**config.mk**
```make
export PLATFORM = sky130hd
export DESIGN_NAME = control_unit
export DESIGN_NICKNAME = d
export VERILOG_FILES = /design/src/rtl/ctrl_pkg.sv /design/src/rtl/control_unit.sv /design/src/rtl/ctrl_sequencer.sv /design/src/rtl/ctrl_signal_gen.sv /design/src/rtl/instr_decode.sv
export SDC_FILE = /design/constraint.sdc
export NUM_CORES = 1
export LEC_CHECK = 0
export BUFFER_PORTS_ARGS = -buffer_cell sky130_fd_sc_hd__buf_2
export CAP_MARGIN = 0
export CORE_MARGIN = 1.5
export CORE_UTILIZATION = 51
export CTS_CLUSTER_DIAMETER = 120
export DETAILED_ROUTE_END_ITERATION = 10
export PLACE_DENSITY = 0.77
export SYNTH_ARGS = -nofsm -noshare
export SYNTH_HDL_FRONTEND = slang
export SYNTH_SLANG_ARGS = --single-unit
```
**constraint.sdc**
```tcl
create_clock -name clk -period 3.2 [get_ports clk]
set_clock_uncertainty 0.05 [all_clocks]
set_input_delay 0.48 -clock clk [delete_from_list [all_inputs] [get_ports clk]]
set_output_delay 0.48 -clock clk [all_outputs]
set_load 0.005 [all_outputs]
```
**src/rtl/ctrl_pkg.sv**
```systemverilog
package ctrl_pkg;

        typedef logic [5:0] opcode_t;
        typedef logic [5:0] funct_t;
        typedef logic [1:0] sel2_t;
        typedef logic [2:0] sel3_t;
        typedef logic [2:0] step_t;
        typedef logic [2:0] exc_cause_t;   // Doubles as mem_addr_src vector select

        typedef enum logic [3:0] {
                FETCH, DECODE, ALU_R, SET_LT, SHIFT, BRANCH,
                MEM_ADDR, LOAD, STORE, JUMP, JUMP_REG, EXCEPTION
        } ctrl_state_t;

        typedef enum logic [3:0] {
                C_ALU_R, C_SET_LT, C_SHIFT, C_BRANCH, C_LOAD,
                C_STORE, C_JUMP, C_JUMP_REG, C_ILLEGAL
        } instr_class_t;

        typedef enum logic [1:0] {BR_EQ, BR_NE, BR_GT, BR_LE} branch_cond_t;

        // Opcodes
        localparam opcode_t OP_R_TYPE = 6'h00;
        localparam opcode_t OP_J      = 6'h02;
        localparam opcode_t OP_BEQ    = 6'h04;
        localparam opcode_t OP_BNE    = 6'h05;
        localparam opcode_t OP_BLE    = 6'h06;
        localparam opcode_t OP_BGT    = 6'h07;
        localparam opcode_t OP_LB     = 6'h20;
        localparam opcode_t OP_LH     = 6'h21;
        localparam opcode_t OP_LW     = 6'h23;
        localparam opcode_t OP_SB     = 6'h28;
        localparam opcode_t OP_SH     = 6'h29;
        localparam opcode_t OP_SW     = 6'h2b;

        // R-type funct codes
        localparam funct_t FN_SLL  = 6'h00;
        localparam funct_t FN_SRL  = 6'h02;
        localparam funct_t FN_SRA  = 6'h03;
        localparam funct_t FN_SLLV = 6'h04;
        localparam funct_t FN_SRAV = 6'h07;
        localparam funct_t FN_JR   = 6'h08;
        localparam funct_t FN_ADD  = 6'h20;
        localparam funct_t FN_SUB  = 6'h22;
        localparam funct_t FN_AND  = 6'h24;
        localparam funct_t FN_SLT  = 6'h2a;

        localparam sel3_t ALU_LOAD_A = 3'd0;
        localparam sel3_t ALU_ADD    = 3'd1;
        localparam sel3_t ALU_SUB    = 3'd2;
        localparam sel3_t ALU_AND    = 3'd3;
        localparam sel3_t ALU_CMP    = 3'd7;

        localparam sel2_t A_SRC_PC     = 2'd0;
        localparam sel2_t A_SRC_B      = 2'd1;
        localparam sel2_t A_SRC_A      = 2'd2;
        localparam sel2_t B_SRC_B      = 2'd0;
        localparam sel2_t B_SRC_4      = 2'd1;
        localparam sel2_t B_SRC_OFFSET = 2'd2;
        localparam sel2_t B_SRC_BRANCH = 2'd3;

        localparam sel2_t PC_SRC_ALU     = 2'd0;
        localparam sel2_t PC_SRC_ALU_OUT = 2'd1;
        localparam sel2_t PC_SRC_JUMP    = 2'd2;
        localparam sel2_t PC_SRC_VECTOR  = 2'd3;

        localparam sel3_t ADDR_PC      = 3'd0;
        localparam sel3_t ADDR_ALU     = 3'd1;
        localparam sel3_t EXC_ILLEGAL  = 3'd2;   // Vector table entries
        localparam sel3_t EXC_OVERFLOW = 3'd3;

        localparam sel2_t SIZE_BYTE = 2'd1;
        localparam sel2_t SIZE_HALF = 2'd2;
        localparam sel2_t SIZE_WORD = 2'd3;

        localparam sel3_t SHIFT_NONE        = 3'd0;
        localparam sel3_t SHIFT_LOAD        = 3'd1;
        localparam sel3_t SHIFT_LEFT        = 3'd2;
        localparam sel3_t SHIFT_RIGHT_LOG   = 3'd3;
        localparam sel3_t SHIFT_RIGHT_ARITH = 3'd4;
        localparam sel2_t SH_SRC_A          = 2'd0;
        localparam sel2_t SH_SRC_B          = 2'd1;
        localparam sel2_t SH_AMT_FIELD      = 2'd0;
        localparam sel2_t SH_AMT_REG        = 2'd1;

        localparam sel3_t DST_RT       = 3'd0;
        localparam sel3_t DST_RD       = 3'd1;
        localparam sel3_t DATA_ALU_OUT = 3'd0;
        localparam sel3_t DATA_MDR     = 3'd1;
        localparam sel3_t DATA_SHIFT   = 3'd2;
        localparam sel3_t DATA_LT      = 3'd7;

        // Cycles spent in each state
        localparam step_t FETCH_STEPS    = 3'd4;
        localparam step_t DECODE_STEPS   = 3'd2;
        localparam step_t MEM_ADDR_STEPS = 3'd4;
        localparam step_t EXC_STEPS      = 3'd4;
        localparam step_t EXEC_STEPS     = 3'd2;
        localparam step_t SHIFT_STEPS    = 3'd3;
        localparam step_t MEM_STEPS      = 3'd1;

endpackage

```
**src/rtl/control_unit.sv**
```systemverilog
module control_unit (
        input  logic            clk,
        input  logic            reset,
        input  logic            overflow,
        input  logic            eq,
        input  logic            gt,
        input  ctrl_pkg::opcode_t op,
        input  ctrl_pkg::funct_t  funct,
        output ctrl_pkg::sel2_t pc_src,
        output ctrl_pkg::sel2_t alu_src_a,
        output ctrl_pkg::sel2_t alu_src_b,
        output ctrl_pkg::sel2_t sh_src,
        output ctrl_pkg::sel2_t sh_amt,
        output ctrl_pkg::sel2_t load_ctrl,
        output ctrl_pkg::sel2_t store_ctrl,
        output ctrl_pkg::sel3_t alu_op,
        output ctrl_pkg::sel3_t mem_addr_src,
        output ctrl_pkg::sel3_t sh_ctrl,
        output ctrl_pkg::sel3_t reg_dst,
        output ctrl_pkg::sel3_t reg_data_src,
        output logic            wr,
        output logic            ir_write,
        output logic            pc_write,
        output logic            reg_write,
        output logic            epc_write,
        output logic            a_write,
        output logic            b_write,
        output logic            alu_out_write,
        output logic            mdr_write
);
        import ctrl_pkg::*;

        instr_class_t instr_class;
        sel3_t        alu_op_r;
        sel3_t        shift_kind;
        logic         shift_var;
        branch_cond_t branch_cond;
        sel2_t        mem_size;
        ctrl_state_t  next_state;
        step_t        next_step;
        exc_cause_t   exc_cause;

        instr_decode decode0 (.*);

        ctrl_sequencer seq0 (.*);

        ctrl_signal_gen gen0 (.*);

endmodule

```
**src/rtl/ctrl_sequencer.sv**
```systemverilog
module ctrl_sequencer (
        input  logic                   clk,
        input  logic                   reset,
        input  logic                   overflow,
        input  ctrl_pkg::instr_class_t instr_class,
        output ctrl_pkg::ctrl_state_t  next_state,
        output ctrl_pkg::step_t        next_step,
        output ctrl_pkg::exc_cause_t   exc_cause
);
        import ctrl_pkg::*;

        ctrl_state_t state;
        step_t       step;
        exc_cause_t  cause_q;
        logic        running;   // Low until the first FETCH begins

        function automatic step_t state_len(input ctrl_state_t s);
                case (s)
                        FETCH:      return FETCH_STEPS;
                        DECODE:     return DECODE_STEPS;
                        MEM_ADDR:   return MEM_ADDR_STEPS;
                        EXCEPTION:  return EXC_STEPS;
                        SHIFT:      return SHIFT_STEPS;
                        LOAD,
                        STORE:      return MEM_STEPS;
                        default:    return EXEC_STEPS;
                endcase
        endfunction

        always_comb begin
                next_state = state;
                next_step  = step + 3'd1;
                exc_cause  = cause_q;
                if (!running) begin
                        next_state = FETCH;
                        next_step  = '0;
                end else if (state == ALU_R && step == '0 && overflow) begin
                        next_state = EXCEPTION;
                        next_step  = '0;
                        exc_cause  = EXC_OVERFLOW;
                end else if (step == state_len(state) - 3'd1) begin
                        next_step = '0;
                        case (state)
                                FETCH:    next_state = DECODE;
                                DECODE: begin
                                        case (instr_class)
                                                C_ALU_R:    next_state = ALU_R;
                                                C_SET_LT:   next_state = SET_LT;
                                                C_SHIFT:    next_state = SHIFT;
                                                C_BRANCH:   next_state = BRANCH;
                                                C_LOAD,
                                                C_STORE:    next_state = MEM_ADDR;
                                                C_JUMP:     next_state = JUMP;
                                                C_JUMP_REG: next_state = JUMP_REG;
                                                default: begin
                                                        next_state = EXCEPTION;
                                                        exc_cause  = EXC_ILLEGAL;
                                                end
                                        endcase
                                end
                                MEM_ADDR: next_state = (instr_class == C_STORE) ? STORE : LOAD;
                                default:  next_state = FETCH;
                        endcase
                end
        end

        always_ff @(posedge clk) begin
                if (reset) begin
                        state   <= FETCH;
                        step    <= '0;
                        cause_q <= EXC_ILLEGAL;
                        running <= 1'b0;
                end else begin
                        state   <= next_state;
                        step    <= next_step;
                        cause_q <= exc_cause;
                        running <= 1'b1;
                end
        end

endmodule

```
**src/rtl/ctrl_signal_gen.sv**
```systemverilog
module ctrl_signal_gen (
        input  logic                   clk,
        input  logic                   reset,
        input  ctrl_pkg::ctrl_state_t  next_state,
        input  ctrl_pkg::step_t        next_step,
        input  ctrl_pkg::exc_cause_t   exc_cause,
        input  ctrl_pkg::sel3_t        alu_op_r,
        input  ctrl_pkg::sel3_t        shift_kind,
        input  logic                   shift_var,
        input  ctrl_pkg::branch_cond_t branch_cond,
        input  ctrl_pkg::sel2_t        mem_size,
        input  logic                   eq,
        input  logic                   gt,
        output ctrl_pkg::sel2_t        pc_src,
        output ctrl_pkg::sel2_t        alu_src_a,
        output ctrl_pkg::sel2_t        alu_src_b,
        output ctrl_pkg::sel2_t        sh_src,
        output ctrl_pkg::sel2_t        sh_amt,
        output ctrl_pkg::sel2_t        load_ctrl,
        output ctrl_pkg::sel2_t        store_ctrl,
        output ctrl_pkg::sel3_t        alu_op,
        output ctrl_pkg::sel3_t        mem_addr_src,
        output ctrl_pkg::sel3_t        sh_ctrl,
        output ctrl_pkg::sel3_t        reg_dst,
        output ctrl_pkg::sel3_t        reg_data_src,
        output logic                   wr,
        output logic                   ir_write,
        output logic                   pc_write,
        output logic                   reg_write,
        output logic                   epc_write,
        output logic                   a_write,
        output logic                   b_write,
        output logic                   alu_out_write,
        output logic                   mdr_write
);
        import ctrl_pkg::*;

        logic taken;

        always_comb begin
                case (branch_cond)
                        BR_EQ:   taken = eq;
                        BR_NE:   taken = !eq;
                        BR_GT:   taken = gt;
                        default: taken = !gt;   // BLE
                endcase
        end

        always_ff @(posedge clk) begin
                if (reset) begin
                        {pc_src, alu_src_a, alu_src_b, sh_src} <= '0;
                        {sh_amt, load_ctrl, store_ctrl} <= '0;
                        {alu_op, mem_addr_src, sh_ctrl, reg_dst, reg_data_src} <= '0;
                        {wr, ir_write, pc_write, reg_write, epc_write} <= '0;
                        {a_write, b_write, alu_out_write, mdr_write} <= '0;
                end else begin
                        // Selects hold, strobes last one cycle
                        {wr, ir_write, pc_write, reg_write, epc_write} <= '0;
                        {a_write, b_write, alu_out_write, mdr_write} <= '0;
                        case (next_state)
                                FETCH: begin
                                        mem_addr_src <= ADDR_PC;
                                        pc_src       <= PC_SRC_ALU_OUT;
                                        if (next_step < FETCH_STEPS - 3'd1) begin
                                                alu_src_a     <= A_SRC_PC;   // PC + 4
                                                alu_src_b     <= B_SRC_4;
                                                alu_op        <= ALU_ADD;
                                                alu_out_write <= 1'b1;
                                        end else begin
                                                ir_write <= 1'b1;
                                                pc_write <= 1'b1;
                                        end
                                end
                                DECODE: if (next_step == '0) begin
                                        alu_src_a     <= A_SRC_PC;   // Branch target ahead of time
                                        alu_src_b     <= B_SRC_BRANCH;
                                        alu_op        <= ALU_ADD;
                                        a_write       <= 1'b1;
                                        b_write       <= 1'b1;
                                        alu_out_write <= 1'b1;
                                end
                                ALU_R, SET_LT: begin
                                        if (next_step == '0) begin
                                                alu_src_a     <= A_SRC_A;
                                                alu_src_b     <= B_SRC_B;
                                                alu_op        <= (next_state == SET_LT) ?
                                                                ALU_CMP : alu_op_r;
                                                alu_out_write <= (next_state == ALU_R);
                                        end else begin
                                                reg_write    <= 1'b1;
                                                reg_dst      <= DST_RD;
                                                reg_data_src <= (next_state == SET_LT) ?
                                                                DATA_LT : DATA_ALU_OUT;
                                        end
                                end
                                SHIFT: begin
                                        case (next_step)
                                                3'd0: begin
                                                        sh_src  <= shift_var ? SH_SRC_A : SH_SRC_B;
                                                        sh_amt  <= shift_var ?
                                                                SH_AMT_REG : SH_AMT_FIELD;
                                                        sh_ctrl <= SHIFT_LOAD;
                                                end
                                                3'd1:    sh_ctrl <= shift_kind;
                                                default: begin
                                                        sh_ctrl      <= SHIFT_NONE;
                                                        reg_write    <= 1'b1;
                                                        reg_dst      <= DST_RD;
                                                        reg_data_src <= DATA_SHIFT;
                                                end
                                        endcase
                                end
                                BRANCH: begin
                                        if (next_step == '0) begin
                                                alu_src_a <= A_SRC_A;
                                                alu_src_b <= B_SRC_B;
                                                alu_op    <= ALU_CMP;
                                        end else if (taken) begin
                                                pc_write <= 1'b1;
                                                pc_src   <= PC_SRC_ALU_OUT;
                                        end
                                end
                                MEM_ADDR: begin
                                        if (next_step == '0) begin
                                                alu_src_a     <= A_SRC_A;
                                                alu_src_b     <= B_SRC_OFFSET;
                                                alu_op        <= ALU_ADD;
                                                alu_out_write <= 1'b1;
                                        end else if (next_step < MEM_ADDR_STEPS - 3'd1) begin
                                                mem_addr_src <= ADDR_ALU;
                                        end else begin
                                                mdr_write <= 1'b1;
                                        end
                                end
                                LOAD: begin
                                        reg_write    <= 1'b1;
                                        reg_dst      <= DST_RT;
                                        reg_data_src <= DATA_MDR;
                                        load_ctrl    <= mem_size;
                                end
                                STORE: begin
                                        wr         <= 1'b1;
                                        store_ctrl <= mem_size;
                                end
                                JUMP: if (next_step != '0) begin
                                        pc_write <= 1'b1;
                                        pc_src   <= PC_SRC_JUMP;
                                end
                                JUMP_REG: begin
                                        if (next_step == '0) begin
                                                alu_src_a     <= A_SRC_A;   // Pass rs through
                                                alu_op        <= ALU_LOAD_A;
                                                alu_out_write <= 1'b1;
                                        end else begin
                                                pc_write <= 1'b1;
                                                pc_src   <= PC_SRC_ALU;
                                        end
                                end
                                default: begin
                                        // Save PC - 4, read the handler address byte
                                        if (next_step < EXC_STEPS - 3'd1) begin
                                                alu_src_a    <= A_SRC_PC;
                                                alu_src_b    <= B_SRC_4;
                                                alu_op       <= ALU_SUB;
                                                epc_write    <= 1'b1;
                                                mdr_write    <= 1'b1;
                                                mem_addr_src <= exc_cause;
                                        end else begin
                                                load_ctrl <= SIZE_BYTE;
                                                pc_write  <= 1'b1;
                                                pc_src    <= PC_SRC_VECTOR;
                                        end
                                end
                        endcase
                end
        end

endmodule

```
**src/rtl/instr_decode.sv**
```systemverilog
module instr_decode (
        input  ctrl_pkg::opcode_t      op,
        input  ctrl_pkg::funct_t       funct,
        output ctrl_pkg::instr_class_t instr_class,
        output ctrl_pkg::sel3_t        alu_op_r,
        output ctrl_pkg::sel3_t        shift_kind,
        output logic                   shift_var,
        output ctrl_pkg::branch_cond_t branch_cond,
        output ctrl_pkg::sel2_t        mem_size
);
        import ctrl_pkg::*;

        always_comb begin
                instr_class = C_ILLEGAL;
                alu_op_r    = ALU_ADD;
                shift_kind  = SHIFT_LEFT;
                shift_var   = 1'b0;
                branch_cond = BR_EQ;
                mem_size    = SIZE_WORD;
                case (op)
                        OP_R_TYPE: begin
                                case (funct)
                                        FN_ADD:  instr_class = C_ALU_R;
                                        FN_SUB: begin
                                                instr_class = C_ALU_R;
                                                alu_op_r    = ALU_SUB;
                                        end
                                        FN_AND: begin
                                                instr_class = C_ALU_R;
                                                alu_op_r    = ALU_AND;
                                        end
                                        FN_SLT:  instr_class = C_SET_LT;
                                        FN_SLL:  instr_class = C_SHIFT;
                                        FN_SLLV: begin
                                                instr_class = C_SHIFT;
                                                shift_var   = 1'b1;   // Amount from rs
                                        end
                                        FN_SRL: begin
                                                instr_class = C_SHIFT;
                                                shift_kind  = SHIFT_RIGHT_LOG;
                                        end
                                        FN_SRA: begin
                                                instr_class = C_SHIFT;
                                                shift_kind  = SHIFT_RIGHT_ARITH;
                                        end
                                        FN_SRAV: begin
                                                instr_class = C_SHIFT;
                                                shift_kind  = SHIFT_RIGHT_ARITH;
                                                shift_var   = 1'b1;
                                        end
                                        FN_JR:   instr_class = C_JUMP_REG;
                                        default: instr_class = C_ILLEGAL;
                                endcase
                        end
                        OP_BEQ:  instr_class = C_BRANCH;
                        OP_BNE: begin
                                instr_class = C_BRANCH;
                                branch_cond = BR_NE;
                        end
                        OP_BGT: begin
                                instr_class = C_BRANCH;
                                branch_cond = BR_GT;
                        end
                        OP_BLE: begin
                                instr_class = C_BRANCH;
                                branch_cond = BR_LE;
                        end
                        OP_LB, OP_LH, OP_LW: instr_class = C_LOAD;
                        OP_SB, OP_SH, OP_SW: instr_class = C_STORE;
                        OP_J:    instr_class = C_JUMP;
                        default: instr_class = C_ILLEGAL;
                endcase
                // Access size shared by loads and stores
                if (op == OP_LB || op == OP_SB)
                        mem_size = SIZE_BYTE;
                else if (op == OP_LH || op == OP_SH)
                        mem_size = SIZE_HALF;
        end

endmodule

```
[Word level (Yosys, flattened, before mapping)]
Cells that the tools add are included.
Word-level totals
  logic and storage cells: 236
  register bits after elaboration: 48
  output and inout bits: 38
  input bits: 17
Cells by class
  bitwise gates (word level): 7
  equality and inequality tests: 67
  magnitude comparators: 1
  reductions and logical operators: 54
  add/sub/neg operators: 2
  multiplexer cells: 81
Operators with widths (count)
  3-bit 2-to-1 mux: 26
  6-bit == test (second input constant): 10
  4-bit by 3-bit == test with 1-bit output (second input constant): 11
  6-bit by 3-bit == test with 1-bit output (second input constant): 6
  3-bit one-hot mux with 3 select lines: 4
  4-bit one-hot mux with 7 select lines: 1
  2-bit 2-to-1 mux: 12
  2-bit by 1-bit != test with 1-bit output (second input constant): 12
  4-bit by 2-bit == test with 1-bit output (second input constant): 5
  4-bit == test (second input constant): 5
  4-bit one-hot mux with 5 select lines: 1
  10-bit OR reduction: 2
  6-bit by 2-bit == test with 1-bit output (second input constant): 3
  3-bit one-hot mux with 6 select lines: 1
  2-bit OR reduction: 9
  3-bit OR reduction: 6
  1-bit 2-to-1 mux: 17
  4-bit 2-to-1 mux: 4
  4-bit one-hot mux with 4 select lines: 1
  5-bit OR reduction: 3
  4-bit by 1-bit == test with 1-bit output (second input constant): 3
  4-bit zero test: 3
  6-bit zero test: 2
  2-bit != test (second input constant): 6
  39 further kinds: 59

[Longest topological paths before layout]
  depth in word-level cells: 15
  mapped depth: 18
  depth with buffers taken out: 14

[Hierarchy]
From an unflattened synthesis, not the netlist that was laid out.
Unflattened totals
  cell total of the unflattened synthesis: 396
  area total of the unflattened synthesis: 3075.4 um^2
Modules (own cells, without submodules)
  ctrl_signal_gen: instances 1, sequential area each 640.6 um^2, area an instance 1755.4 um^2, cells an instance 229
  ctrl_sequencer: instances 1, sequential area each 220.2 um^2, area an instance 979.7 um^2, cells an instance 117
  instr_decode: instances 1, sequential area each 0.0 um^2, area an instance 340.3 um^2, cells an instance 50

[Worst setup path before layout]
Ideal clock, no wire load.
  path type: reg2reg
  from: reg seq0.state[2]
  to: reg gen0.alu_src_b[0]
  cell stages (with the launch flop): 14
  path slack: -0.304 ns
  data arrival time: 3.332 ns
  period minus slack after synthesis: 3.504 ns
  path through: dfxtp_1 -> or4b_4 -> o21a_1 -> ha_1 -> xnor2_1 -> nor2_1 -> nand4bb_4 -> or3_1 -> o211a_2 -> buf_4 -> nand2_1 -> mux2i_1 -> mux2_2 -> o311a_1
On the way
  word-level cells in the longest chain between the ends: 14
  elaborated cells between the ends (all ways): 45
  those cells by class: add/sub: 1; order compare: 1; eq/ne: 21; mux: 11; bitwise: 1; reduce/logical: 10
Ends and longest elaborated chain
  start: declaration: line ctrl_sequencer.sv:12  | ctrl_state_t state;
  start signal: assignment: line ctrl_sequencer.sv:74  | state <= next_state;
  4-bit == test (tied with other cells): line ctrl_sequencer.sv:18  | case (s)
  3-bit OR reduction (no source line) or 2-bit OR reduction (tied branches)
  3-bit one-hot mux with 3 select lines: line ctrl_sequencer.sv:18
  3-bit 2-to-1 mux: line ctrl_sequencer.sv:37  | end else if (state == ALU_R && step == '0 && overflow) begin
  3-bit 2-to-1 mux: line ctrl_sequencer.sv:34  | if (!running) begin
  3-bit by 1-bit subtractor with 3-bit output: line ctrl_sequencer.sv:41  | end else if (step == state_len(state) - 3'd1) begin
  3-bit == test: line ctrl_sequencer.sv:41
  4-bit 2-to-1 mux: line ctrl_sequencer.sv:41
  4-bit 2-to-1 mux: line ctrl_sequencer.sv:37
  4-bit 2-to-1 mux: line ctrl_sequencer.sv:34
  4-bit by 3-bit == test with 1-bit output (tied with other cells): line ctrl_signal_gen.sv:60  | case (next_state)
  3-bit OR reduction (no source line) or 5-bit OR reduction (tied branches)
  2-bit by 1-bit != test with 1-bit output (no source line) (tied with other cells)
  5-bit AND reduction (no source line)
  end signal: assignment: line ctrl_signal_gen.sv:66  | alu_src_b <= B_SRC_4;
  end signal: assignment: line ctrl_signal_gen.sv:76  | alu_src_b <= B_SRC_BRANCH;
  end signal: assignment: line ctrl_signal_gen.sv:85  | alu_src_b <= B_SRC_B;
  end: declaration: line ctrl_signal_gen.sv:16  | output ctrl_pkg::sel2_t alu_src_b,
Parallel ways exist; a longest one is shown, timed or not. The select of a mux whose other input is x is not followed.
A chain may end at the register's enable or synchronous reset.

[Worst setup path in the final report]
  from: reg seq0.state[0]
  to: reg gen0.reg_data_src[2]
On the way
  word-level cells in the longest chain between the ends: 14
  elaborated cells between the ends (all ways): 39
  those cells by class: add/sub: 1; eq/ne: 15; mux: 13; reduce/logical: 10
Ends and longest elaborated chain
  4-bit == test (tied with other cells): line ctrl_sequencer.sv:18
  3-bit OR reduction (no source line) or 2-bit OR reduction (tied branches)
  3-bit one-hot mux with 3 select lines: line ctrl_sequencer.sv:18
  3-bit 2-to-1 mux: line ctrl_sequencer.sv:37
  3-bit 2-to-1 mux: line ctrl_sequencer.sv:34
  3-bit by 1-bit subtractor with 3-bit output: line ctrl_sequencer.sv:41
  3-bit == test: line ctrl_sequencer.sv:41
  4-bit 2-to-1 mux or 3-bit 2-to-1 mux (tied branches): line ctrl_sequencer.sv:41
  4-bit 2-to-1 mux or 3-bit 2-to-1 mux (tied branches): line ctrl_sequencer.sv:37
  4-bit 2-to-1 mux or 3-bit 2-to-1 mux (tied branches): line ctrl_sequencer.sv:34
  4-bit by 2-bit == test with 1-bit output (tied with other cells): line ctrl_signal_gen.sv:60, ctrl_signal_gen.sv:92
  3-bit 2-to-1 mux (tied with other cells): line ctrl_signal_gen.sv:92  | reg_data_src <= (next_state == SET_LT) ?
  3-bit 2-to-1 mux (tied with other cells): line ctrl_signal_gen.sv:83  | if (next_step == '0) begin
  3-bit one-hot mux with 3 select lines or 3-bit AND reduction (tied branches)
  end signal: assignment: line ctrl_signal_gen.sv:92
  end: declaration: line ctrl_signal_gen.sv:25  | output ctrl_pkg::sel3_t reg_data_src,
Parallel ways exist; a longest one is shown, timed or not. The select of a mux whose other input is x is not followed.

==> flow_metrics.tcl <==
set metrics [dict create \
    ys_seq_area_frac 0.271 \
    wl_um 14200 \
    postLayoutSetupSlackWorst_ns -0.536 \
    synth_area_um2 3170 \
    maxCapViolations 0 \
    cts-buffers-inserted 5 \
    area_delta_synth_final_pct 63.0 \
    dr.pass1.iters 6 \
    port_buffers 49 \
    clkLatencyLatePin_ns 0.31 \
    placed_cell_area_um2 4420 \
    clock_path_buffers 2 \
    via_per_inst 6.81 \
    dieArea_um2 6700 \
    row_count 28 \
    gp_congestion 1.01 \
    pwr-share-clk 0.403 \
    max-vdd-ir-drop_v 0.000203 \
    setup_viol 32 \
    final_common_cell "buf_4" \
    root_buffer "clkbuf_8" \
    cts_tree "done" \
    relSlewSlack 0.586 \
    violations "negative setup slack" \
    grt.overflow.total 0 \
    n_antenna_cell 0 \
    total_power_mw 1.27 \
    worstPathRequired_ns 3.39 \
    worstPathMaxFanout 6 \
    ys_types 94 \
    synth_top_area_share 0.271 \
    synth_edf_count 0 \
    grtUsageTotal 0.342 \
    final_cells 625 \
    grt_pass1_wl_um 17500 \
    cp.arrival_ns 3.93 \
    drcViolationCount 0 \
    nets 569 \
    grt_setup_unrepaired "true" \
    fin_crit_sh 1.17 \
    syn_area_per_cell_um2 8.26 \
    max_freq_ghz 0.268 \
    antenna_found_initial 0 \
    powerDensity_nw_per_um2 245 \
    layout_common_cells "108 x buf_4, 49 x buf_2, 40 x dfxtp_1" \
    end_kind "register" \
    status "finished with violations" \
    start_util 0.533 \
    p_seq_frac 0.430 \
    fp.dieW_um 81.9 \
    dp_cells 591 \
    setup.worst_path.start_class "register" \
    fillers 278 \
    synthFlopType "dfxtp_1" \
    fin_area_um2 5170 \
    p_sw_mw 0.326 \
    wire_per_inst_um 22.7 \
    cts.htree.levels 2 \
    grt_pass1_vias 3550 \
    p_leak_nw 2.21 \
    synth_top_area_cell "dfxtp_1" \
    switching_share 0.258 \
    syn_inst 384 \
    critPathKind "reg -> reg" \
    routed-via-count 4255 \
    coreArea_um2 5960 \
    min_path_type "reg -> reg" \
    hold_viol 0 \
    path_clk_slew_ns 0.09 \
    async_flop_share 0 \
    io_pins 55 \
    grt_max_degree 28 \
    clock-sinks 43 \
    synth_area_leaders "dfxtp_1 27%, a21oi_1 4.4%, nand2_1 3.8%, nor2_1 3.8%, o21ai_0 3.2%" \
    drive_above_1_share 0.535 \
    min_period_ns 3.74 \
    regArea_um2 865 \
    slew_violations 0 \
    drt-initial-drc-count 609 \
    ant_nets 0 \
    worstMarginPinSlew_ns 0.620 \
    fp.dieH_um 81.9 \
    ys_seq_elements 43 \
    yosysWarningCount 0 \
    p_comb_frac 0.166 \
    cts_hold_buf 0 \
    hpwl_um 7850 \
    multi_input_area_um2 2570 \
    p_int_mw 0.939 \
]
## worst max-delay path: stages (launching register included)
cell and delay [ns]:
dfxtp_2 0.34, or4b_4 0.54, o21a_1 0.15, ha_4 0.18, xor2_4 0.17, buf_6 0.15, xnor2_4 0.28, nand2_2 0.13
buf_6 0.14, a22oi_4 0.27, nand3_4 0.20, buf_6 0.19, nor3b_4 0.27, o21bai_4 0.12, or3_1 0.36, a21oi_2 0.13
## power by group through the flow
stage / Sequential (mW) / Clock (mW) / Combinational (mW)
3_5_place_dp: 0.557 / 0 / 0.178
4_1_cts: 0.544 / 0.511 / 0.184
2_1_floorplan: 0.559 / 0 / 0.0989
3_3_place_gp: 0.557 / 0 / 0.174
6_report: 0.545 / 0.510 / 0.210
5_1_grt: 0.546 / 0.525 / 0.218
## metal layers
| metal | wire length [um] | global-route usage | vias to the layer above | part of all wire |
|---|---|---|---|---|
| li1 | - | - | 1766 | - |
| met1 | 5270 | 0.444 | 1966 | 0.37 |
| met5 | 0 | 0 | - | 0 |
| met4 | 1240 | 0.142 | 0 | 0.087 |
| met3 | 1420 | 0.0478 | 148 | 0.10 |
| met2 | 6280 | 0.565 | 375 | 0.44 |
## final timing paths
check	from	cells past startpoint	end	slack, ns
max	seq0.state[0]	15	gen0.reg_data_src[2]	-0.54
min	gen0.mem_addr_src[2]	2	gen0.mem_addr_src[2]	0.41
max reg2reg	seq0.state[0]	15	gen0.reg_data_src[2]	-0.54
min reg2reg	gen0.mem_addr_src[2]	2	gen0.mem_addr_src[2]	0.41
## sequential cells by signal, indices dropped and copies added, names as in the netlist, 2 cells and up
| signal | cells |
|---|---|
| seq0.state | 4 |
| gen0.alu_op | 3 |
| gen0.mem_addr_src | 3 |
| gen0.reg_data_src | 3 |
| gen0.sh_ctrl | 3 |
| seq0.cause_q | 3 |
| seq0.step | 3 |
| gen0.alu_src_b | 2 |
| gen0.load_ctrl | 2 |
| gen0.pc_src | 2 |
| gen0.store_ctrl | 2 |
## area by class of cell
| class | count | area share |
|---|---|---|
| clock buffer | 6 | 0.0140 |
| clock inverter | 2 | 0.0116 |
| inverter | 10 | 0.00726 |
| multi-input combinational | 302 | 0.497 |
| sequential | 43 | 0.167 |
| tap | 75 | 0.0181 |
| timing repair buffer | 187 | 0.285 |
## kinds of logic after synthesis
logic type	count (synthesis)	share of synthesized area
mux	10	0.0323
fa+ha+maj	3	0.0118
compound gates	125	0.302
other cells	1	0.00118
buf+inv	43	0.0737
flops	43	0.271
simple gates	149	0.280
xor+xnor	10	0.0276
## timing repair
action	CTS	global route
resized for setup	26	65
pin swaps	11	30
setup endpoints to repair	30	31
gates cloned	1	0
buffers inserted	9	16
## synthesized netlist by cell type, types with 4 or more instances
master and n:
dfxtp_1 43, nand2_1 32, nor2_1 32, a21oi_1 28, o21ai_0 20, nor3_1 15, buf_4 13, clkbuf_1 10
inv_1 10, mux2i_1 8, nand3_1 7, nor4_1 7, buf_2 6, or3_1 6, a211oi_1 5, xnor2_1 5
xor2_1 5, a31oi_1 4, and3_1 4, nor2b_1 4, nor3b_1 4, o211ai_1 4, o21a_1 4, o31ai_1 4
## per-stage QoR
stage / util / hold WS (ns) / worst slack (ns) / setup TNS [ns]
after floorplan: - / 0.356 / -0.118 / -0.872
after global placement: 0.741 / 0.368 / -0.288 / -4.99
after detailed placement: 0.741 / 0.404 / -0.411 / -7.30
after CTS: 0.803 / 0.416 / -0.312 / -5.82
after global routing: 0.868 / 0.436 / -0.601 / -12.56
final: 0.868 / 0.412 / -0.536 / -10.62
Power figures use the tool's default switching activity.
